<file path="src/rtl/screen_pkg.sv">
package screen_pkg;

    ////////////////////////////////////////////////////////////
    // widths and board geometry
    localparam int PIX_W       = 10;
    localparam int COLOUR_W    = 12;
    localparam int CELL_X_W    = 4;    // column index
    localparam int CELL_Y_W    = 5;    // row index
    localparam int BOARD_COLS  = 10;
    localparam int BOARD_ROWS  = 20;
    localparam int CELL_PITCH  = 23;   // 22 px cell + 1 px line
    localparam int PIECE_CELLS = 4;
    localparam int BTYPE_W     = 3;
    localparam int SCORE_W     = 14;   // holds 0..9999
    localparam int DIGITS      = 4;
    localparam int DSEL_W      = $clog2(DIGITS);
    localparam int BCD_W       = 4;
    localparam int SEG_N       = 13;
    localparam int BANDS       = 5;

    // score glyph placement, 3 columns x 5 bands per digit
    localparam int DIGIT_X0         = 50;
    localparam int DIGIT_PITCH      = 25;
    localparam int COL_END [3]      = '{4, 14, 19};   // last x offset per column
    localparam int BAND_Y0          = 139;
    localparam int BAND_END [BANDS] = '{143, 153, 158, 168, 173};

    ////////////////////////////////////////////////////////////
    // colours
    localparam logic [COLOUR_W-1:0] COL_BACKGROUND = 12'h000;
    localparam logic [COLOUR_W-1:0] COL_WHITE      = 12'hfff;
    localparam logic [COLOUR_W-1:0] COL_BORDER     = 12'h111;

    localparam logic [COLOUR_W-1:0] BLOCK_COLOUR [8] = '{
        12'h000, 12'hf00, 12'h0ff, 12'hf0f, 12'h0f8, 12'h08f, 12'h00f, 12'hdd4
    };

    // glyph bits {mid b4, mid b2, mid b0, right b4..b0, left b4..b0}
    // mid column has no segment in bands 1 and 3
    localparam logic [SEG_N-1:0] SEG_FONT [10] = '{
        13'b101_11111_11111, 13'b000_11111_00000, 13'b111_10111_11101,
        13'b111_11111_10101, 13'b010_11111_00111, 13'b111_11101_10111,
        13'b111_11101_11111, 13'b001_11111_00001, 13'b111_11111_11111,
        13'b111_11111_10111
    };

    ////////////////////////////////////////////////////////////
    // AXI4-Lite register map
    localparam int AXI_ADDR_W = 8;
    localparam int AXI_DATA_W = 32;
    localparam int AXI_STRB_W = AXI_DATA_W / 8;

    localparam logic [AXI_ADDR_W-1:0] REG_PIECE_X    = 8'h00;   // 4 x 4 bit columns
    localparam logic [AXI_ADDR_W-1:0] REG_PIECE_Y    = 8'h04;   // 4 x 5 bit rows
    localparam logic [AXI_ADDR_W-1:0] REG_BLOCK_TYPE = 8'h08;
    localparam logic [AXI_ADDR_W-1:0] REG_SCORE      = 8'h0c;

    localparam logic [1:0] RESP_OKAY   = 2'b00;
    localparam logic [1:0] RESP_SLVERR = 2'b10;

endpackage

</file>
<file path="src/rtl/screen_if.sv">
// falling piece and score digits, consumed by the shade stage
interface piece_state_if import screen_pkg::*; ();

    logic [PIECE_CELLS-1:0][CELL_X_W-1:0] piece_x;      // cell 0 in low bits
    logic [PIECE_CELLS-1:0][CELL_Y_W-1:0] piece_y;
    logic [BTYPE_W-1:0]                   block_type;
    logic [DIGITS-1:0][BCD_W-1:0]         digits;       // digit 0 is units

    modport regs  (output piece_x, piece_y, block_type);
    modport bcd   (output digits);
    modport shade (input piece_x, piece_y, block_type, digits);

endinterface

// pixel classification between pipeline stage 1 and 2
interface pix_loc_if import screen_pkg::*; ();

    logic                board_hit;    // inside board, edge lines included
    logic                on_grid;      // on a cell boundary line
    logic [CELL_X_W-1:0] cell_x;
    logic [CELL_Y_W-1:0] cell_y;
    logic                digit_hit;
    logic [DSEL_W-1:0]   digit_sel;    // bcd index, 0 is units
    logic [SEG_N-1:0]    seg_sel;      // one hot, zero in glyph holes

    modport locate (
        output board_hit, on_grid, cell_x, cell_y,
        output digit_hit, digit_sel, seg_sel
    );

    modport shade (
        input board_hit, on_grid, cell_x, cell_y,
        input digit_hit, digit_sel, seg_sel
    );

endinterface

</file>
<file path="src/rtl/game_screen.sv">
module game_screen import screen_pkg::*; #(
    parameter int BOARD_X0 = 203,   // board top left corner
    parameter int BOARD_Y0 = 11
) (
    input  logic                  clk_i,
    input  logic                  rst_n_i,
    input  logic [PIX_W-1:0]      x_i,
    input  logic [PIX_W-1:0]      y_i,
    // AXI4-Lite slave
    input  logic [AXI_ADDR_W-1:0] s_awaddr_i,
    input  logic                  s_awvalid_i,
    output logic                  s_awready_o,
    input  logic [AXI_DATA_W-1:0] s_wdata_i,
    input  logic [AXI_STRB_W-1:0] s_wstrb_i,
    input  logic                  s_wvalid_i,
    output logic                  s_wready_o,
    output logic [1:0]            s_bresp_o,
    output logic                  s_bvalid_o,
    input  logic                  s_bready_i,
    input  logic [AXI_ADDR_W-1:0] s_araddr_i,
    input  logic                  s_arvalid_i,
    output logic                  s_arready_o,
    output logic [AXI_DATA_W-1:0] s_rdata_o,
    output logic [1:0]            s_rresp_o,
    output logic                  s_rvalid_o,
    input  logic                  s_rready_i,
    output logic [COLOUR_W-1:0]   colour_o   // two cycles behind x_i y_i
);

    logic [SCORE_W-1:0] score;
    logic               score_load;

    piece_state_if pst ();
    pix_loc_if     loc ();

    ////////////////////////////////////////////////////////////
    // control side
    screen_regs u_regs (
        .clk_i, .rst_n_i,
        .s_awaddr_i, .s_awvalid_i, .s_awready_o,
        .s_wdata_i, .s_wstrb_i, .s_wvalid_i, .s_wready_o,
        .s_bresp_o, .s_bvalid_o, .s_bready_i,
        .s_araddr_i, .s_arvalid_i, .s_arready_o,
        .s_rdata_o, .s_rresp_o, .s_rvalid_o, .s_rready_i,
        .score_o      (score),
        .score_load_o (score_load),
        .pst          (pst.regs)
    );

    score_bcd u_bcd (
        .clk_i, .rst_n_i,
        .score_i (score),
        .load_i  (score_load),
        .pst     (pst.bcd)
    );

    ////////////////////////////////////////////////////////////
    // pixel pipeline
    screen_locate #(.BOARD_X0(BOARD_X0), .BOARD_Y0(BOARD_Y0)) u_locate (
        .clk_i, .rst_n_i, .x_i, .y_i,
        .loc (loc.locate)
    );

    screen_shade u_shade (
        .clk_i, .rst_n_i,
        .loc (loc.shade),
        .pst (pst.shade),
        .colour_o
    );

endmodule

</file>
<file path="src/rtl/score_bcd.sv">
module score_bcd import screen_pkg::*; (
    input  logic               clk_i,
    input  logic               rst_n_i,
    input  logic [SCORE_W-1:0] score_i,
    input  logic               load_i,
    piece_state_if.bcd         pst
);

    localparam int CNT_W    = $clog2(SCORE_W + 2);
    localparam int COMMIT   = SCORE_W + 1;   // cnt of the commit cycle
    localparam int BUSY_CYC = SCORE_W + 2;   // load + shifts + commit

    logic                         busy_q;
    logic [CNT_W-1:0]             cnt_q;
    logic [SCORE_W-1:0]           bin_q;
    logic [DIGITS-1:0][BCD_W-1:0] bcd_q;      // partial result
    logic [DIGITS-1:0][BCD_W-1:0] bcd_adj;
    logic [DIGITS-1:0][BCD_W-1:0] digits_q;   // last finished result

    // add 3 to every digit above 4 ahead of the shift
    always_comb begin
        for (int i = 0; i < DIGITS; i++)
            bcd_adj[i] = (bcd_q[i] > 4'd4) ? bcd_q[i] + 4'd3 : bcd_q[i];
    end

    always_ff @(posedge clk_i or negedge rst_n_i) begin
        if (!rst_n_i) begin
            busy_q   <= 1'b0;
            cnt_q    <= '0;
            digits_q <= '0;
        end else if (load_i) begin
            busy_q <= 1'b1;   // also restarts a running conversion
            cnt_q  <= '0;
        end else if (busy_q) begin
            cnt_q <= cnt_q + 1'b1;
            if (cnt_q == CNT_W'(COMMIT)) begin
                busy_q   <= 1'b0;
                digits_q <= bcd_q;   // display swaps in one step
            end
        end
    end

    // cnt 0 loads, 1..14 shift msb first
    always_ff @(posedge clk_i) begin
        if (busy_q && !load_i) begin
            if (cnt_q == '0) begin
                bin_q <= score_i;
                bcd_q <= '0;
            end else if (cnt_q <= CNT_W'(SCORE_W)) begin
                {bcd_q, bin_q} <= {bcd_adj, bin_q} << 1;
            end
        end
    end

    assign pst.digits = digits_q;

    // an uninterrupted conversion occupies exactly 16 cycles
    a_busy_len: assert property (@(posedge clk_i) disable iff (!rst_n_i || load_i)
        $rose(busy_q) |-> busy_q [*BUSY_CYC] ##1 !busy_q)
        else $error("bcd conversion length off");

endmodule

</file>
<file path="src/rtl/screen_locate.sv">
module screen_locate import screen_pkg::*; #(
    parameter int BOARD_X0 = 203,
    parameter int BOARD_Y0 = 11
) (
    input  logic             clk_i,
    input  logic             rst_n_i,
    input  logic [PIX_W-1:0] x_i,
    input  logic [PIX_W-1:0] y_i,
    pix_loc_if.locate        loc
);

    localparam int BOARD_X1 = BOARD_X0 + BOARD_COLS * CELL_PITCH;   // right edge line
    localparam int BOARD_Y1 = BOARD_Y0 + BOARD_ROWS * CELL_PITCH;   // bottom edge line

    logic                board_d;
    logic                grid_d;
    logic [CELL_X_W-1:0] cx_d;
    logic [CELL_Y_W-1:0] cy_d;
    logic                digit_d;
    logic [DSEL_W-1:0]   dsel_d;
    logic [SEG_N-1:0]    seg_d;
    int                  off;
    int                  dx;     // x offset inside the glyph
    int                  band;

    ////////////////////////////////////////////////////////////
    // board cell and grid lines
    always_comb begin
        board_d = (x_i >= BOARD_X0) && (x_i <= BOARD_X1) && (y_i >= BOARD_Y0) && (y_i <= BOARD_Y1);
        grid_d  = 1'b0;
        cx_d    = '0;
        cy_d    = '0;
        for (int c = 0; c <= BOARD_COLS; c++) begin
            if (x_i == BOARD_X0 + c * CELL_PITCH) grid_d = 1'b1;
            if (c < BOARD_COLS && x_i >= BOARD_X0 + c * CELL_PITCH) cx_d = CELL_X_W'(c);
        end
        for (int r = 0; r <= BOARD_ROWS; r++) begin
            if (y_i == BOARD_Y0 + r * CELL_PITCH) grid_d = 1'b1;
            if (r < BOARD_ROWS && y_i >= BOARD_Y0 + r * CELL_PITCH) cy_d = CELL_Y_W'(r);
        end
    end

    ////////////////////////////////////////////////////////////
    // score glyph rectangle
    always_comb begin
        digit_d = 1'b0;
        dsel_d  = '0;
        dx      = 0;
        band    = 0;
        seg_d   = '0;
        for (int d = 0; d < DIGITS; d++) begin
            off = int'(x_i) - DIGIT_X0 - d * DIGIT_PITCH;
            if (off >= 0 && off <= COL_END[2]) begin
                digit_d = (y_i >= BAND_Y0) && (y_i <= BAND_END[BANDS-1]);
                dsel_d  = DSEL_W'(DIGITS - 1 - d);   // leftmost shows thousands
                dx      = off;
            end
        end
        for (int b = 0; b < BANDS - 1; b++)
            if (y_i > BAND_END[b]) band = b + 1;
        if (digit_d) begin
            if (dx <= COL_END[0])
                seg_d = SEG_N'(1) << band;                         // left column
            else if (dx > COL_END[1])
                seg_d = SEG_N'(1) << (BANDS + band);               // right column
            else if (band % 2 == 0)
                seg_d = SEG_N'(1) << (2 * BANDS + band / 2);       // mid, bands 0 2 4
        end
    end

    always_ff @(posedge clk_i or negedge rst_n_i) begin
        if (!rst_n_i) begin
            loc.board_hit <= 1'b0;
            loc.on_grid   <= 1'b0;
            loc.cell_x    <= '0;
            loc.cell_y    <= '0;
            loc.digit_hit <= 1'b0;
            loc.digit_sel <= '0;
            loc.seg_sel   <= '0;
        end else begin
            loc.board_hit <= board_d;
            loc.on_grid   <= grid_d;
            loc.cell_x    <= cx_d;
            loc.cell_y    <= cy_d;
            loc.digit_hit <= digit_d;
            loc.digit_sel <= dsel_d;
            loc.seg_sel   <= seg_d;
        end
    end

endmodule

</file>
<file path="src/rtl/screen_regs.sv">
module screen_regs import screen_pkg::*; (
    input  logic                  clk_i,
    input  logic                  rst_n_i,
    input  logic [AXI_ADDR_W-1:0] s_awaddr_i,
    input  logic                  s_awvalid_i,
    output logic                  s_awready_o,
    input  logic [AXI_DATA_W-1:0] s_wdata_i,
    input  logic [AXI_STRB_W-1:0] s_wstrb_i,
    input  logic                  s_wvalid_i,
    output logic                  s_wready_o,
    output logic [1:0]            s_bresp_o,
    output logic                  s_bvalid_o,
    input  logic                  s_bready_i,
    input  logic [AXI_ADDR_W-1:0] s_araddr_i,
    input  logic                  s_arvalid_i,
    output logic                  s_arready_o,
    output logic [AXI_DATA_W-1:0] s_rdata_o,
    output logic [1:0]            s_rresp_o,
    output logic                  s_rvalid_o,
    input  logic                  s_rready_i,
    output logic [SCORE_W-1:0]    score_o,
    output logic                  score_load_o,
    piece_state_if.regs           pst
);

    localparam int PX_W = PIECE_CELLS * CELL_X_W;
    localparam int PY_W = PIECE_CELLS * CELL_Y_W;

    logic                                 wr_acc_q;    // awready and wready together
    logic                                 wr_fire;
    logic                                 rd_fire;
    logic [AXI_ADDR_W-1:0]                wr_word;
    logic [AXI_ADDR_W-1:0]                rd_word;
    logic [PIECE_CELLS-1:0][CELL_X_W-1:0] piece_x_q;
    logic [PIECE_CELLS-1:0][CELL_Y_W-1:0] piece_y_q;
    logic [BTYPE_W-1:0]                   btype_q;
    logic [SCORE_W-1:0]                   score_q;

    // byte lane merge under wstrb
    function automatic logic [AXI_DATA_W-1:0] merge(input logic [AXI_DATA_W-1:0] cur,
                                                    input logic [AXI_DATA_W-1:0] wdata,
                                                    input logic [AXI_STRB_W-1:0] strb);
        logic [AXI_DATA_W-1:0] res;
        res = cur;
        for (int b = 0; b < AXI_STRB_W; b++)
            if (strb[b]) res[8*b +: 8] = wdata[8*b +: 8];
        return res;
    endfunction

    assign s_awready_o = wr_acc_q;
    assign s_wready_o  = wr_acc_q;
    assign wr_fire     = wr_acc_q && s_awvalid_i && s_wvalid_i;
    assign rd_fire     = s_arready_o && s_arvalid_i;
    assign wr_word     = {s_awaddr_i[AXI_ADDR_W-1:2], 2'b00};   // byte offset dropped
    assign rd_word     = {s_araddr_i[AXI_ADDR_W-1:2], 2'b00};

    ////////////////////////////////////////////////////////////
    // write channel, one outstanding write
    always_ff @(posedge clk_i or negedge rst_n_i) begin
        if (!rst_n_i) begin
            wr_acc_q     <= 1'b0;
            s_bvalid_o   <= 1'b0;
            s_bresp_o    <= RESP_OKAY;
            score_load_o <= 1'b0;
            piece_x_q    <= '0;
            piece_y_q    <= '0;
            btype_q      <= '0;
            score_q      <= '0;
        end else begin
            // accept only with address and data both present and no pending response
            wr_acc_q     <= s_awvalid_i && s_wvalid_i && !wr_acc_q && !s_bvalid_o;
            score_load_o <= 1'b0;
            if (wr_fire) begin
                s_bvalid_o <= 1'b1;
                s_bresp_o  <= RESP_OKAY;
                case (wr_word)
                    REG_PIECE_X:    piece_x_q <= PX_W'(merge(AXI_DATA_W'(piece_x_q),
                                                             s_wdata_i, s_wstrb_i));
                    REG_PIECE_Y:    piece_y_q <= PY_W'(merge(AXI_DATA_W'(piece_y_q),
                                                             s_wdata_i, s_wstrb_i));
                    REG_BLOCK_TYPE: btype_q <= BTYPE_W'(merge(AXI_DATA_W'(btype_q),
                                                              s_wdata_i, s_wstrb_i));
                    REG_SCORE: begin
                        score_q      <= SCORE_W'(merge(AXI_DATA_W'(score_q),
                                                       s_wdata_i, s_wstrb_i));
                        score_load_o <= 1'b1;   // kicks the bcd converter
                    end
                    default:        s_bresp_o <= RESP_SLVERR;
                endcase
            end else if (s_bready_i) begin
                s_bvalid_o <= 1'b0;
            end
        end
    end

    ////////////////////////////////////////////////////////////
    // read channel
    always_ff @(posedge clk_i or negedge rst_n_i) begin
        if (!rst_n_i) begin
            s_arready_o <= 1'b0;
            s_rvalid_o  <= 1'b0;
            s_rdata_o   <= '0;
            s_rresp_o   <= RESP_OKAY;
        end else begin
            s_arready_o <= s_arvalid_i && !s_arready_o && !s_rvalid_o;   // one cycle pulse
            if (rd_fire) begin
                s_rvalid_o <= 1'b1;
                s_rresp_o  <= RESP_OKAY;
                case (rd_word)
                    REG_PIECE_X:    s_rdata_o <= AXI_DATA_W'(piece_x_q);
                    REG_PIECE_Y:    s_rdata_o <= AXI_DATA_W'(piece_y_q);
                    REG_BLOCK_TYPE: s_rdata_o <= AXI_DATA_W'(btype_q);
                    REG_SCORE:      s_rdata_o <= AXI_DATA_W'(score_q);
                    default: begin
                        s_rdata_o <= '0;
                        s_rresp_o <= RESP_SLVERR;
                    end
                endcase
            end else if (s_rready_i) begin
                s_rvalid_o <= 1'b0;
            end
        end
    end

    assign pst.piece_x    = piece_x_q;
    assign pst.piece_y    = piece_y_q;
    assign pst.block_type = btype_q;
    assign score_o        = score_q;

    // a stalled response keeps its value
    a_bvalid_hold: assert property (@(posedge clk_i) disable iff (!rst_n_i)
        s_bvalid_o && !s_bready_i |=> s_bvalid_o && $stable(s_bresp_o))
        else $error("bvalid dropped before bready");

endmodule

</file>
<file path="src/rtl/screen_shade.sv">
module screen_shade import screen_pkg::*; (
    input  logic                clk_i,
    input  logic                rst_n_i,
    pix_loc_if.shade            loc,
    piece_state_if.shade        pst,
    output logic [COLOUR_W-1:0] colour_o
);

    logic                piece_hit;
    logic [BCD_W-1:0]    digit;
    logic [SEG_N-1:0]    font;
    logic                seg_lit;
    logic [COLOUR_W-1:0] colour_d;

    // any of the four piece cells under this board cell
    always_comb begin
        piece_hit = 1'b0;
        for (int i = 0; i < PIECE_CELLS; i++)
            if (pst.piece_x[i] == loc.cell_x && pst.piece_y[i] == loc.cell_y)
                piece_hit = 1'b1;
    end

    ////////////////////////////////////////////////////////////
    // segment lighting
    assign digit   = pst.digits[loc.digit_sel];
    assign font    = (digit <= 4'd9) ? SEG_FONT[digit] : '0;   // blank on non bcd
    assign seg_lit = |(font & loc.seg_sel);

    // colour priority
    always_comb begin
        if (loc.digit_hit)
            colour_d = seg_lit ? COL_WHITE : COL_BACKGROUND;
        else if (loc.board_hit && loc.on_grid)
            colour_d = COL_BORDER;                         // grid wins over piece
        else if (loc.board_hit && piece_hit)
            colour_d = BLOCK_COLOUR[pst.block_type];
        else
            colour_d = COL_BACKGROUND;   // empty cells are black too
    end

    always_ff @(posedge clk_i or negedge rst_n_i) begin
        if (!rst_n_i)
            colour_o <= '0;
        else
            colour_o <= colour_d;
    end

    // whole pipeline plus register state resolves to known colour
    a_colour_known: assert property (@(posedge clk_i) disable iff (!rst_n_i)
        !$isunknown(colour_o))
        else $error("colour_o unknown");

endmodule

</file>
<file path="config.mk">
export PLATFORM = sky130hd
export DESIGN_NAME = game_screen
export DESIGN_NICKNAME = d
export VERILOG_FILES = /design/src/rtl/screen_pkg.sv /design/src/rtl/screen_if.sv /design/src/rtl/game_screen.sv /design/src/rtl/score_bcd.sv /design/src/rtl/screen_locate.sv /design/src/rtl/screen_regs.sv /design/src/rtl/screen_shade.sv
export SDC_FILE = /design/constraint.sdc
export NUM_CORES = 1
export LEC_CHECK = 0
export BUFFER_PORTS_ARGS = -buffer_cell sky130_fd_sc_hd__buf_2
export CORE_MARGIN = 2
export CORE_UTILIZATION = 51
export CTS_CLUSTER_DIAMETER = 30
export DETAILED_ROUTE_END_ITERATION = 12
export PLACE_DENSITY = 0.78
export SLEW_MARGIN = 10
export SYNTH_ARGS = -nofsm -noshare
export SYNTH_HDL_FRONTEND = slang
export SYNTH_SLANG_ARGS = --single-unit
</file>
<file path="constraint.sdc">
create_clock -name clk_i -period 5 [get_ports clk_i]
set_input_delay 0.5 -clock clk_i [delete_from_list [all_inputs] [get_ports clk_i]]
set_output_delay 0.5 -clock clk_i [all_outputs]
set_load 0.01 [all_outputs]
</file>
==> results, run 1 <==
- The flow ran to the end, and the final reports show no timing, DRC or antenna violations.
- Walking the worst path, the cells encountered are buf_2 -> inv_1 -> ha_1 -> or2b_4 -> a31oi_1 -> or4_1 -> nand2_2 -> o21ai_0 -> ha_1 -> or4b_2 -> nor3_1 -> nand4_1 -> nor4_2 -> and3_1 -> o21ai_0 -> and3_1 -> a31o_2 -> and2_4 -> a41o_1.
- For this run, the total global-route usage over all layers was measured as 23.8%.
- CTS built an H-tree with a depth of 4.
- The power density of the placed cells is 271 nW/µm².
- The post-synthesis sequential area ratio is about 39%.
- The internal portion of total power is 2410 µW.
- The number of synthesized flops with an enable pin is 30.
- For the worst setup path, the data arrival time is 4.84 ns.
- The floorplan step defined a core boundary enclosing 21,800 µm².
- The total length of routed met2 wires is 13.6 mm.
- The antenna diode count is 0.
- The leakage power summed over all cells is 0.00563 µW.
- In the routed design, unresolved DRC markers number 0.
- In the final routed layout, each cell accounts on average for 17.9 µm.
- For the final routed database, the setup TNS stands at 0 ns.
- The number of I/O pins is about 130.
- The mean instance size in the synthesized netlist is 9.64 µm².
- The classification of the worst-slack hold path is input pin to async pin.
- TritonCTS built the clock tree.
- The achievable clock frequency is 221 MHz.
- At the pin with the least slew margin, the transition time is 1.09 ns.
- Max-cap violations in this run came to 0.
- By area the synthesized netlist is led by sky130_fd_sc_hd__dfrtp_1 31%, sky130_fd_sc_hd__mux2_2 9.3%, sky130_fd_sc_hd__edfxtp_1 8.0%.
- The detailed router put a total of ~12 mm of wire on met1.
- Setup slack on the worst reg-to-reg path comes out at 1.56 ns.
- The most frequent cell after synthesis is sky130_fd_sc_hd__dfrtp_1.
- For this design, the slowest cell found on the critical path is sky130_fd_sc_hd__or4b_2.
- The total CTS buffers is 17.
- The violation count after the first detailed-routing iteration is 803.
- Setup repair after global routing left no endpoint under its margin.
- The time the final worst path needs with I/O delays and setup is 4.53 ns.
- Together, buffers and inverters on the worst path number 2.
- The number of antenna-violating nets in the routed design is 0.
- The switching part of the total is 29.3%.
- For this run, asynchronously set or reset flops after synthesis account for 82.2%.
- In this design, the stage delay of the slowest critical-path cell is approximately 0.67 ns.
- The insertion delay of the later-clocked pin in the worst-skew pair is between 0.4 and 0.5 ns.
- The overall die area is 23,300 µm².
- The final-stage net count is ~1.4k.
- The worst slack at placement is 0.0773 ns.
- Counting along the longest clock path gives a buffer depth of 2.
- The via count of the first global-routing pass is 9,162.
- The number of resized instances in the post-cts repair step is 0.
- The commonest cells after synthesis are 139 x sky130_fd_sc_hd__dfrtp_1, 104 x sky130_fd_sc_hd__nand2_1, 93 x sky130_fd_sc_hd__mux2_2.
- Headroom to the max-slew limit came out at 26.3%.
- The clock group share of total power is 37.0%.
- CTS saw 169 sinks.
- STA puts the critical path data required time at 5.32 ns.
- VDD sags by at most 0.247 mV.
- In this run the core area contains 54 standard-cell rows.
- The top cell type by area accounts for 30.9% of the synthesized area.
- The total overflow reported by the global router is 0.
- The sequential power share is between 40% and 50%.
- The number of port buffers is 100.
- The switching power is 1000 µW.
- The cell type contributing the most total cell area after synthesis is sky130_fd_sc_hd__dfrtp_1.
- The final max-slew violation count is 0.
- The kind of critical path is input pin to register.
- The critical path startpoint is x_i[1].
- The number of buffers inserted to repair setup after CTS is 0.
- The largest net degree at the start of global routing is 98.
- The per-cell via count in the routed design is between 6 and 7.
- The routed layout has 9,465 vias.
- The kind of end point of the critical path is a register.
- The Yosys step of the flow raised 0 warnings.
- The cell depth of the worst flop-to-flop path is 9.
- The worst path uses slightly above 90% of the clock period.
- The cell sitting at the root of the clock tree is a sky130_fd_sc_hd__clkbuf_16.
- The starting density of the core is 51.8%.
- The chip width is 153 µm.
- Once placement finished, the instance area stood at around 12,000 µm².
- The clock arrives with about 0.011 ns of skew.
- The number of iterations in the first detailed-routing pass is 7.
- The worst slack on hold paths is around 0.17 ns.
- Across all setup checks in the final design, the least slack found is ~0.47 ns.
- The cts-stage hold buffer count is 0.
- The CTS clock-pin slew for the worst setup and hold paths is 0.07 ns.
- Summed over all nets, the half-perimeter wirelength after detailed placement is roughly 20 mm.
- The met3 wirelength from detailed routing is 1.80 mm.
- The first global-routing pass estimated 45.7 mm of wire.
- The count of final setup violators is 0.
- Combinational logic is responsible for between 10% and 20% of the overall power.
- The most used flip-flop cell after synthesis is sky130_fd_sc_hd__dfrtp_1.
- After technology mapping, the gate count stands at about 1.2k.
- Of all nets on the critical path, the largest fanout is 7.
- With fillers left out, the area of the finished cells amounts to between 10,000 and 15,000 µm².
- The kind of cell with the highest combined delay along the critical path is simple AND/OR/NAND/NOR gates.
- In this run the critical register-to-register path is launched from u_locate.loc.digit_sel[0].
- STA classifies the critical path startpoint as an input pin.
- Compared with the post-synthesis result, the final layout area differs by 11.9%.
- The initial antenna violation count was 0.
- The number of hold-slack violations in the final timing report is 0.
- Cells with a size suffix above 1 make up 23.7% of the layout.
- The wire length after detailed routing is 27.8 mm.
- The critical path runs through a total of 19 cells.
- The die extent in y is roughly 150 µm.
- Synthesis instantiated between 90 and 100 different standard cells from the library.
- In this run the cell area of the synthesized design comes to 11,300 µm².
- The fill cell total of the finished layout is 1,840.
- The top metal layer carrying routed signals is met4.
- At the end of routability-driven placement, the weighted congestion stood at 0.973.
- Synthesis inferred about 170 register bits.
-- power by group through the flow --
stage,clock network (µW),registers [µW],logic [µW]
6_report,1260,1500,652
5_1_grt,1340,1500,716
4_1_cts,1280,1500,646
3_5_place_dp,0,1520,640
3_3_place_gp,0,1520,625
2_1_floorplan,0,1510,465
-- cell usage in the layout (no fill, tap or decap), types with 13 or more instances in the layout --
master                        n
sky130_fd_sc_hd__nand3_1     33
sky130_fd_sc_hd__buf_4       35
sky130_fd_sc_hd__conb_1      14
sky130_fd_sc_hd__clkbuf_16   17
sky130_fd_sc_hd__inv_1       33
sky130_fd_sc_hd__a21oi_1     55
sky130_fd_sc_hd__nor2_1      82
sky130_fd_sc_hd__mux2_2      93
sky130_fd_sc_hd__xnor2_1     47
sky130_fd_sc_hd__nand2b_1    15
sky130_fd_sc_hd__dfrtp_1    139
sky130_fd_sc_hd__and3_1      13
sky130_fd_sc_hd__nand4_1     24
sky130_fd_sc_hd__ha_1        53
sky130_fd_sc_hd__a22oi_1     13
sky130_fd_sc_hd__and2_1      14
sky130_fd_sc_hd__o21ai_0     78
sky130_fd_sc_hd__nor2b_1     15
sky130_fd_sc_hd__edfxtp_1    30
sky130_fd_sc_hd__nand2_1    103
sky130_fd_sc_hd__buf_2       99
sky130_fd_sc_hd__nor4_1      16
sky130_fd_sc_hd__nor3_1      27
-- per-stage QoR --
step           power, µW  utilization, %  std cells
4_1_cts             3420            58.0       1549
5_1_grt             3560            58.0       1549
3_3_place_gp        2150            55.4       1517
3_5_place_dp        2160            55.4       1517
2_1_floorplan       1970               -       1182
6_report            3410            58.0       1549
-- flip-flops by register name, indices dropped and copies added, names as in the netlist, 2 cells and up --
signal / cells
u_regs.score_o: 14
u_regs.pst.block_type: 3
u_locate.loc.cell_x: 4
u_regs.pst.piece_y: 20
u_locate.loc.seg_sel: 13
u_bcd.bcd_q: 16
u_bcd.pst.digits: 16
u_regs.s_rdata_o: 20
u_locate.loc.cell_y: 5
u_regs.pst.piece_x: 16
u_bcd.cnt_q: 4
u_bcd.bin_q: 14
u_locate.loc.digit_sel: 2
u_shade.colour_o: 11
-- layer usage --
layer	up-vias	global-route usage, %
li1	4442	-
met1	4568	31.4
met4	0	7.36
met5	-	0
met2	399	40.2
met3	56	4.04
-- final cells by class --
class	instances	area, µm²	share of cell area [%]
flip-flops and latches	169	4380	34.7
inverters	33	124	0.982
repair buffers	135	769	6.10
clock buffers	19	433	3.43
clock inverters	13	129	1.02
multi-input cells	900	6430	51.0
well taps	280	350	2.78
-- kinds of logic after synthesis --
family	after synthesis	share of synthesized area (%)
AO/OA/AOI/OAI	265	15.7
XOR/XNOR	61	4.97
adder cells (fa/ha/maj)	54	5.97
buffers and inverters	113	4.64
flip-flops	169	38.9
multiplexers	104	11.0
other	1	0.0333
AND/OR/NAND/NOR	402	18.8
-- final timing paths --
| check | endpoint |
|---|---|
| max reg2reg | u_shade.colour_o[5] |
| min reg2reg | u_regs.s_arready_o |
| max in group asynchronous | u_regs.score_o[5] |
| min in group clk_i | u_regs.s_bvalid_o |
| max | u_locate.loc.seg_sel[0] |
| min | u_bcd.cnt_q[1] |
Note: power is estimated with default switching activity, not from simulation.
==> inputs of run 2 (changes only) <==
--- a/config.mk
+++ b/config.mk
@@ -10,7 +10,7 @@
 export CORE_UTILIZATION = 51
 export CTS_CLUSTER_DIAMETER = 30
 export DETAILED_ROUTE_END_ITERATION = 12
-export PLACE_DENSITY = 0.78
+export PLACE_DENSITY = 0.7
 export SLEW_MARGIN = 10
 export SYNTH_ARGS = -nofsm -noshare
 export SYNTH_HDL_FRONTEND = slang
==> results, run 2 (synthesized netlist as in run 1, its figures left out) <==
- The number of buffers inserted to repair setup after CTS came to 0 (unchanged).
- The slew of the pin with the lowest slew margin came to 1.17 ns (+0.0802 ns).
- The min-delay analysis places its worst path in the category input pin to async pin.
- The placer's final routability congestion estimate is 0.937 (-3.7%).
- The number of hold-slack violations in the final timing report was 0 (unchanged).
- The library cell used most frequently in the layout, excluding fill and tap cells, is sky130_fd_sc_hd__dfrtp_1.
- The delay contributed by the slowest stage of the critical path came to 0.67 ns (about the same).
- The number of buffer and inverter stages on the critical path is 2 (unchanged).
- The worst slack on hold paths is 0.152 ns (-0.0161 ns).
- The per-cell via count in the routed design is 5.95 (-2.7%).
- Setup repair after global routing left no endpoint under its margin.
- The share of layout cells above drive strength 1 is 23.8% (+0.079 points).
- The area taken by multi-input logic gates came to 6430 µm² (unchanged).
- The critical path goes through buf_2 -> inv_1 -> ha_1 -> or2b_4 -> a31oi_1 -> or4_1 -> nand2_2 -> o21ai_0 -> ha_1 -> or4b_2 -> nor3_1 -> nand4_1 -> nor4_2 -> and3_1 -> o21ai_0 -> and3_1 -> a31o_2 -> and2_4 -> a41o_1.
- The wire length after detailed routing came to 27.2 mm (-2.1%).
- The number of resized instances in the post-cts repair step is 0 (unchanged).
- The initial antenna violation count is 0 (unchanged).
- The total number of vias was 9,210 (-2.7%).
- The final routed wire length divided by cell count came to 17.5 µm (-2.1%).
- The maximum level of the CTS H-tree is 4 (unchanged).
- The share of the core filled with cells in the final layout is 58.0% (about the same).
- The worst flop-to-flop path startpoint is u_locate.loc.digit_sel[0].
- The chip width is 153 µm (unchanged).
- The leakage power summed over all cells is 0.00563 µW (about the same).
- The overall die area was 23,300 µm² (unchanged).
- The kind of end point of the critical path is a register.
- The global router's overall resource usage is 23.6% (-0.19 points).
- The area after detailed placement is 12,100 µm² (about the same).
- The number of antenna-violating nets in the routed design came to 0 (unchanged).
- The HPWL after detailed placement is 20.0 mm (+0.27%).
- The final worst clock skew is 0.00923 ns (-0.00183 ns).
- The largest net degree at the start of global routing is 98 (unchanged).
- The flow ran to the end, and the final reports show no timing, DRC or antenna violations.
- The placeable core area is 21,800 µm² (unchanged).
- The cell depth of the worst flop-to-flop path is 9 (unchanged).
- The insertion delay of the later-clocked pin in the worst-skew pair is 0.43 ns (about the same).
- The final-stage net count came to 1,389 (+0.072%).
- The nature of the critical path startpoint is an input pin.
- The data arrival time of the worst path is 4.82 ns (-0.02 ns).
- The count of final setup violators is 0 (unchanged).
- The number of remaining DRC errors came to 0 (unchanged).
- The largest driver fanout on the critical path was 7 (unchanged).
- The setup TNS after final layout is 0 ns (unchanged).
- In the layout the commonest cells are 139 x sky130_fd_sc_hd__dfrtp_1, 103 x sky130_fd_sc_hd__nand2_1, 99 x sky130_fd_sc_hd__buf_2.
- The worst slew margin relative to its limit is 21.7% (-4.5 points).
- The gate family responsible for the most delay along the worst path is simple AND/OR/NAND/NOR gates.
- The achievable clock frequency was 222 MHz (+0.31%).
- The worst reg-to-reg setup slack was 2.17 ns (+0.61 ns).
- The number of I/O pins is 132 (unchanged).
- The summed area of non-filler cells in the final layout is 12,600 µm² (about the same).
- The cts-stage hold buffer count is 0 (unchanged).
- The final max-slew violation count is 0 (unchanged).
- The starting density of the core is 51.8% (unchanged).
- The number of sinks driven by the clock tree is 169 (unchanged).
- The placement row count came to 54 (unchanged).
- The total overflow reported by the global router is 0 (unchanged).
- The critical path is of the input pin to register type.
- The root buffer cell is sky130_fd_sc_hd__clkbuf_16.
- The die extent in y is 153 µm (unchanged).
- The power density of the placed cells came to 267 nW/µm² (-1.3%).
- The peak supply drop came to 0.250 mV (+1.4%).
- The critical register-to-register path endpoint is u_shade.colour_o[8].
- The fraction of the cycle the final worst path needs is 90.2% (-0.28 points).
- The total CTS buffers was 17 (unchanged).
- The number of max-capacitance violations reported was 0 (unchanged).
- The slowest stage cell on the critical path is sky130_fd_sc_hd__or4b_2.
- The violation count after the first detailed-routing iteration was 555 (-31%).
- The sequential cell area is 4380 µm² (unchanged).
- The number of iterations in the first detailed-routing pass was 5 (-2).
- The relative area change from synthesis to final layout is 12.0% (about the same).
- The clock tree from TritonCTS is built.
- The fill cell total of the finished layout is 1,887 (+2.6%).
- The critical path data required time is 5.31 ns (about the same).
- The global-route wire length before repair is 45.4 mm (-0.59%).
- The time the final worst path needs with I/O delays and setup is 4.51 ns (-0.0140 ns).
- The via count of the first global-routing pass is 9,092 (-0.76%).
- The CTS clock-pin slew for the worst setup and hold paths is 0.06 ns (about the same).
- The antenna diode count is 0 (unchanged).
- The buffer levels on the longest clock path came to 2 (unchanged).
- The number of port buffers is 100 (unchanged).
## run 2: cell count changes in the layout (fill, tap and decap cells not counted), sizes merged
cell and delta:
clkinvlp +1, clkbuf +4, buf +1, bufinv -1
inv -5
## run 2: stage by stage
stage	power [µW]	worst slack (ns)	std cells
after global routing	3520	0.232	1549
final	3370	0.489	1549
after detailed placement	2160	0.0935	1518
after floorplan	1970	0.0136	1182
after CTS	3390	0.533	1549
after global placement	2150	0.147	1518
## run 2: area by class of cell
type / count / area share, %
multi-input combinational: 900 / 51.0
sequential: 169 / 34.7
timing repair buffer: 136 / 6.16
clock buffer: 23 / 3.95
tap: 280 / 2.78
inverter: 33 / 0.981
clock inverter: 8 / 0.476
## run 2: worst register-to-register path, cell delays in order, from the launching register on
cell                        delay [ns]
sky130_fd_sc_hd__dfrtp_1          0.47
sky130_fd_sc_hd__mux4_2           0.61
sky130_fd_sc_hd__inv_1            0.15
sky130_fd_sc_hd__ha_1             0.15
sky130_fd_sc_hd__nand2_1          0.08
sky130_fd_sc_hd__a2111oi_0        0.53
sky130_fd_sc_hd__nand4_1          0.14
sky130_fd_sc_hd__o311ai_1         0.26
sky130_fd_sc_hd__buf_4            0.22
sky130_fd_sc_hd__o21ai_0          0.11
## run 2: worst max path at each step
stage | start | endpoint | slack (ns) | depth (start not counted)
3_5_place_dp | x_i[1] | u_locate.loc.seg_sel[0] | 0.09 | 19
3_3_place_gp | x_i[1] | u_locate.loc.seg_sel[0] | 0.15 | 19
6_report | x_i[1] | u_locate.loc.seg_sel[0] | 0.49 | 19
5_1_grt | x_i[1] | u_locate.loc.seg_sel[0] | 0.23 | 19
2_1_floorplan | x_i[2] | u_locate.loc.seg_sel[0] | 0.01 | 22
4_1_cts | x_i[1] | u_locate.loc.seg_sel[0] | 0.53 | 19
## run 2: layer usage
layer	GRT usage (%)	part of all wire [%]	vias to the layer above
met1	31.5	45	4461
met4	7.50	1.8	0
met2	39.4	49	270
li1	-	-	4438
met5	0	0	-
met3	3.90	4.8	41
## run 2: power breakdown
part | switching [µW] | internal [µW] | total, µW
clock | 524 | 702 | 1230
combinational | 387 | 259 | 646
sequential | 42.2 | 1460 | 1500
==> inputs of run 3 (changes only) <==
--- a/config.mk
+++ b/config.mk
@@ -10,7 +10,7 @@
 export CORE_UTILIZATION = 51
 export CTS_CLUSTER_DIAMETER = 30
 export DETAILED_ROUTE_END_ITERATION = 12
-export PLACE_DENSITY = 0.7
+export PLACE_DENSITY = 0.73
 export SLEW_MARGIN = 10
 export SYNTH_ARGS = -nofsm -noshare
 export SYNTH_HDL_FRONTEND = slang
==> constraint.sdc (replaced) <==
create_clock -name clk_i -period 4.02 [get_ports clk_i]
set_input_delay 0.402 -clock clk_i [delete_from_list [all_inputs] [get_ports clk_i]]
set_output_delay 0.402 -clock clk_i [all_outputs]
set_load 0.01 [all_outputs]
==> results, run 3 (synthesized netlist as in run 1, its figures left out) <==
- The leakage power summed over all cells is 0.00609 µW (+8.3%).
- The number of max-capacitance violations reported is 0 (unchanged).
- The number of sinks driven by the clock tree was 169 (unchanged).
- The total CTS buffers is 17 (unchanged).
- The worst slew margin relative to its limit is 37.1% (+15 points).
- The number of port buffers came to 100 (unchanged).
- The slew of the pin with the lowest slew margin is 0.943 ns (-0.226 ns).
- The achievable clock frequency is 245 MHz.
- The via count of the first global-routing pass is 9,417 (+3.6%).
- The power density of the placed cells is 323 nW/µm² (+21%).
- The relative area change from synthesis to final layout is 20.0%.
- The most common library cell in the layout ignoring fill and taps is sky130_fd_sc_hd__dfrtp_1.
- The hold path depth is 2.
- The hold path endpoint is u_regs.s_bvalid_o.
- The nature of the critical path startpoint is an input pin.
- The classification of the worst-slack hold path is input pin to register.
- The number of I/O pins was 132 (unchanged).
- The worst register-to-register path ends at u_shade.colour_o[8].
- The setup TNS after final layout was -0.282 ns (-0.282 ns).
- The global router's overall resource usage is 24.5% (+0.92 points).
- The clock tree from TritonCTS is built.
- The number of hold-slack violations in the final timing report is 0 (unchanged).
- The library cells used most frequently in the layout, excluding fill and tap cells, are 139 x sky130_fd_sc_hd__dfrtp_1, 107 x sky130_fd_sc_hd__buf_4, 100 x sky130_fd_sc_hd__nand2_1.
- The number of antenna-violating nets in the routed design is 0 (unchanged).
- The time the final worst path needs with I/O delays and setup is just over 4 ns.
- The final worst setup slack is -0.0650 ns (-0.554 ns).
- The switching power is 1230 µW (+29%).
- The die extent in y came to 153 µm (unchanged).
- The antenna diode count is 0 (unchanged).
- The share of total power in combinational logic came to 20.9% (+1.7 points).
- The initial antenna violation count is 0 (unchanged).
- The share of layout cells above drive strength 1 came to 30.5% (+6.7 points).
- The maximum level of the CTS H-tree was 4 (unchanged).
- The violation count after the first detailed-routing iteration came to 712 (+28%).
- The worst reg-to-reg setup slack is 1.16 ns (-1.01 ns).
- The summed area of non-filler cells in the final layout is 13,500 µm² (+7.1%).
- The total overflow reported by the global router was 0 (unchanged).
- The chip width is 153 µm (unchanged).
- The final worst clock skew came to 0.00692 ns (-0.00230 ns).
- The sequential power share is 42.6% (-1.9 points).
- The startpoint identified for the worst hold timing path is s_bready_i.
- The final routed wire length divided by cell count is 17.8 µm (+1.3%).
- The critical path data required time is 4.33 ns (-0.98 ns).
- The total number of vias was 9,756 (+5.9%).
- The starting density of the core is 51.8% (unchanged).
- The switching part of the total is 28.1% (-0.15 points).
- The global-route wire length before repair is 47.1 mm (+3.8%).
- The buffer levels on the longest clock path is 2 (unchanged).
- The HPWL after detailed placement is 21.0 mm (+4.9%).
- The per-cell via count in the routed design is 6.00 (+0.97%).
- The data arrival time of the worst path is 4.40 ns (-0.42 ns).
- The area after detailed placement is 12,600 µm² (+4.7%).
- The clock group share of total power came to 36.5% (about the same).
- The placer's final routability congestion estimate is 0.928 (-0.97%).
- The kind of critical path is input pin to register.
- The CTS clock-pin slew for the worst setup and hold paths is 0.06 ns (about the same).
- After layout, the worst path uses 102% of the clock period.
- The count of final setup violators is 7 (+7).
- The fill cell total of the finished layout is 1,764 (-6.5%).
- The final-stage net count is 1,465 (+5.5%).
- The placeable core area is 21,800 µm² (unchanged).
- The final max-slew violation count is 0 (unchanged).
- STA classifies the critical path endpoint as a register.
- The root buffer cell is sky130_fd_sc_hd__clkbuf_16.
- The share of the core filled with cells in the final layout is 62.2% (+4.1 points).
- The checks that failed: setup timing.
- The overall die area is 23,300 µm² (unchanged).
- The run finished, with violations left.
- The wire length after detailed routing is 28.9 mm (+6.3%).
- The largest net degree at the start of global routing was 70 (-29%).
- The insertion delay of the later-clocked pin in the worst-skew pair was 0.43 ns (about the same).
- The peak supply drop came to 0.311 mV (+24%).
- The number of iterations in the first detailed-routing pass is 7 (+2).
- The largest driver fanout on the critical path is 6 (-1).
- The number of remaining DRC errors came to 0 (unchanged).
- The cell depth of the worst flop-to-flop path is 10 (+1).
- The startpoint identified for the worst register-to-register timing path is u_locate.loc.digit_sel[0].
- The internal portion of total power was 3140 µW (+30%).
- Setup repair after global routing could not meet its margin everywhere.
- The placement row count is 54 (unchanged).
run 3: worst max-delay path by stage:
stage | startpoint | endpoint | slack [ns] | cells past startpoint
after floorplan | x_i[1] | u_locate.loc.seg_sel[0] | -0.72 | 21
after global placement | x_i[1] | u_locate.loc.seg_sel[0] | -0.54 | 19
after detailed placement | x_i[1] | u_locate.loc.seg_sel[4] | -0.65 | 20
after CTS | x_i[1] | u_locate.loc.seg_sel[4] | 0.02 | 22
after global routing | x_i[1] | u_locate.loc.seg_sel[3] | -0.28 | 20
final | x_i[1] | u_locate.loc.seg_sel[4] | -0.06 | 19
run 3: layout make-up:
type / count / area [µm²] / area share, %
well taps: 280 / 350 / 2.59
clock buffers: 23 / 499 / 3.69
multi-input cells: 901 / 6720 / 49.7
flip-flops and latches: 169 / 4380 / 32.4
repair buffers: 211 / 1360 / 10.1
inverters: 33 / 128 / 0.944
clock inverters: 8 / 86.3 / 0.638
run 3: power by group through the flow:
stage / clock network (µW) / logic, µW / registers (µW)
after global routing: 1690 / 1000 / 1870
after detailed placement: 0 / 861 / 1900
final: 1600 / 913 / 1860
after global placement: 0 / 843 / 1890
after floorplan: 0 / 594 / 1880
after CTS: 1610 / 882 / 1860
run 3: timing repair:
item | CTS | global route
resized for setup | 11 | 33
pin swaps | 18 | 15
gates cloned | 1 | 0
buffers inserted | 7 | 4
hold endpoints to repair | 34 | 0
endpoints found under the setup margin | 13 | 13
hold buffers | 1 | 0
run 3: per-layer routing:
metal | part of all wire [%] | routed length, µm | track usage, % | up-vias
met3 | 5.8 | 1690 | 3.27 | 44
met5 | 0 | 0 | 0 | -
li1 | - | - | - | 4594
met4 | 2.0 | 582 | 7.80 | 0
met1 | 43 | 12400 | 33.0 | 4747
met2 | 49 | 14200 | 41.2 | 371
run 3: critical path: stages:
cell,delay [ns]
sky130_fd_sc_hd__buf_8,0.08
sky130_fd_sc_hd__clkinvlp_4,0.09
sky130_fd_sc_hd__ha_4,0.18
sky130_fd_sc_hd__or2b_4,0.21
sky130_fd_sc_hd__a31oi_4,0.07
sky130_fd_sc_hd__or4_4,0.62
sky130_fd_sc_hd__nand2_4,0.14
sky130_fd_sc_hd__o21ai_2,0.06
sky130_fd_sc_hd__ha_1,0.30
sky130_fd_sc_hd__or4bb_1,0.52
sky130_fd_sc_hd__nor3_2,0.17
sky130_fd_sc_hd__nand4_1,0.17
sky130_fd_sc_hd__nor4_4,0.23
sky130_fd_sc_hd__and3_4,0.24
sky130_fd_sc_hd__o21ai_1,0.06
sky130_fd_sc_hd__and3_1,0.19
sky130_fd_sc_hd__a31o_4,0.26
sky130_fd_sc_hd__and2_4,0.17
sky130_fd_sc_hd__a32o_1,0.22
run 3: through the flow:
| step | instances | worst slack (ns) | total power (µW) | hold slack, ns |
|---|---|---|---|---|
| after floorplan | 1182 | -0.723 | 2470 | 0.106 |
| after global placement | 1581 | -0.542 | 2740 | 0.437 |
| after detailed placement | 1581 | -0.646 | 2760 | 0.439 |
| after CTS | 1621 | 0.0235 | 4360 | 0.151 |
| after global routing | 1625 | -0.278 | 4560 | 0.168 |
| final | 1625 | -0.0650 | 4370 | 0.162 |
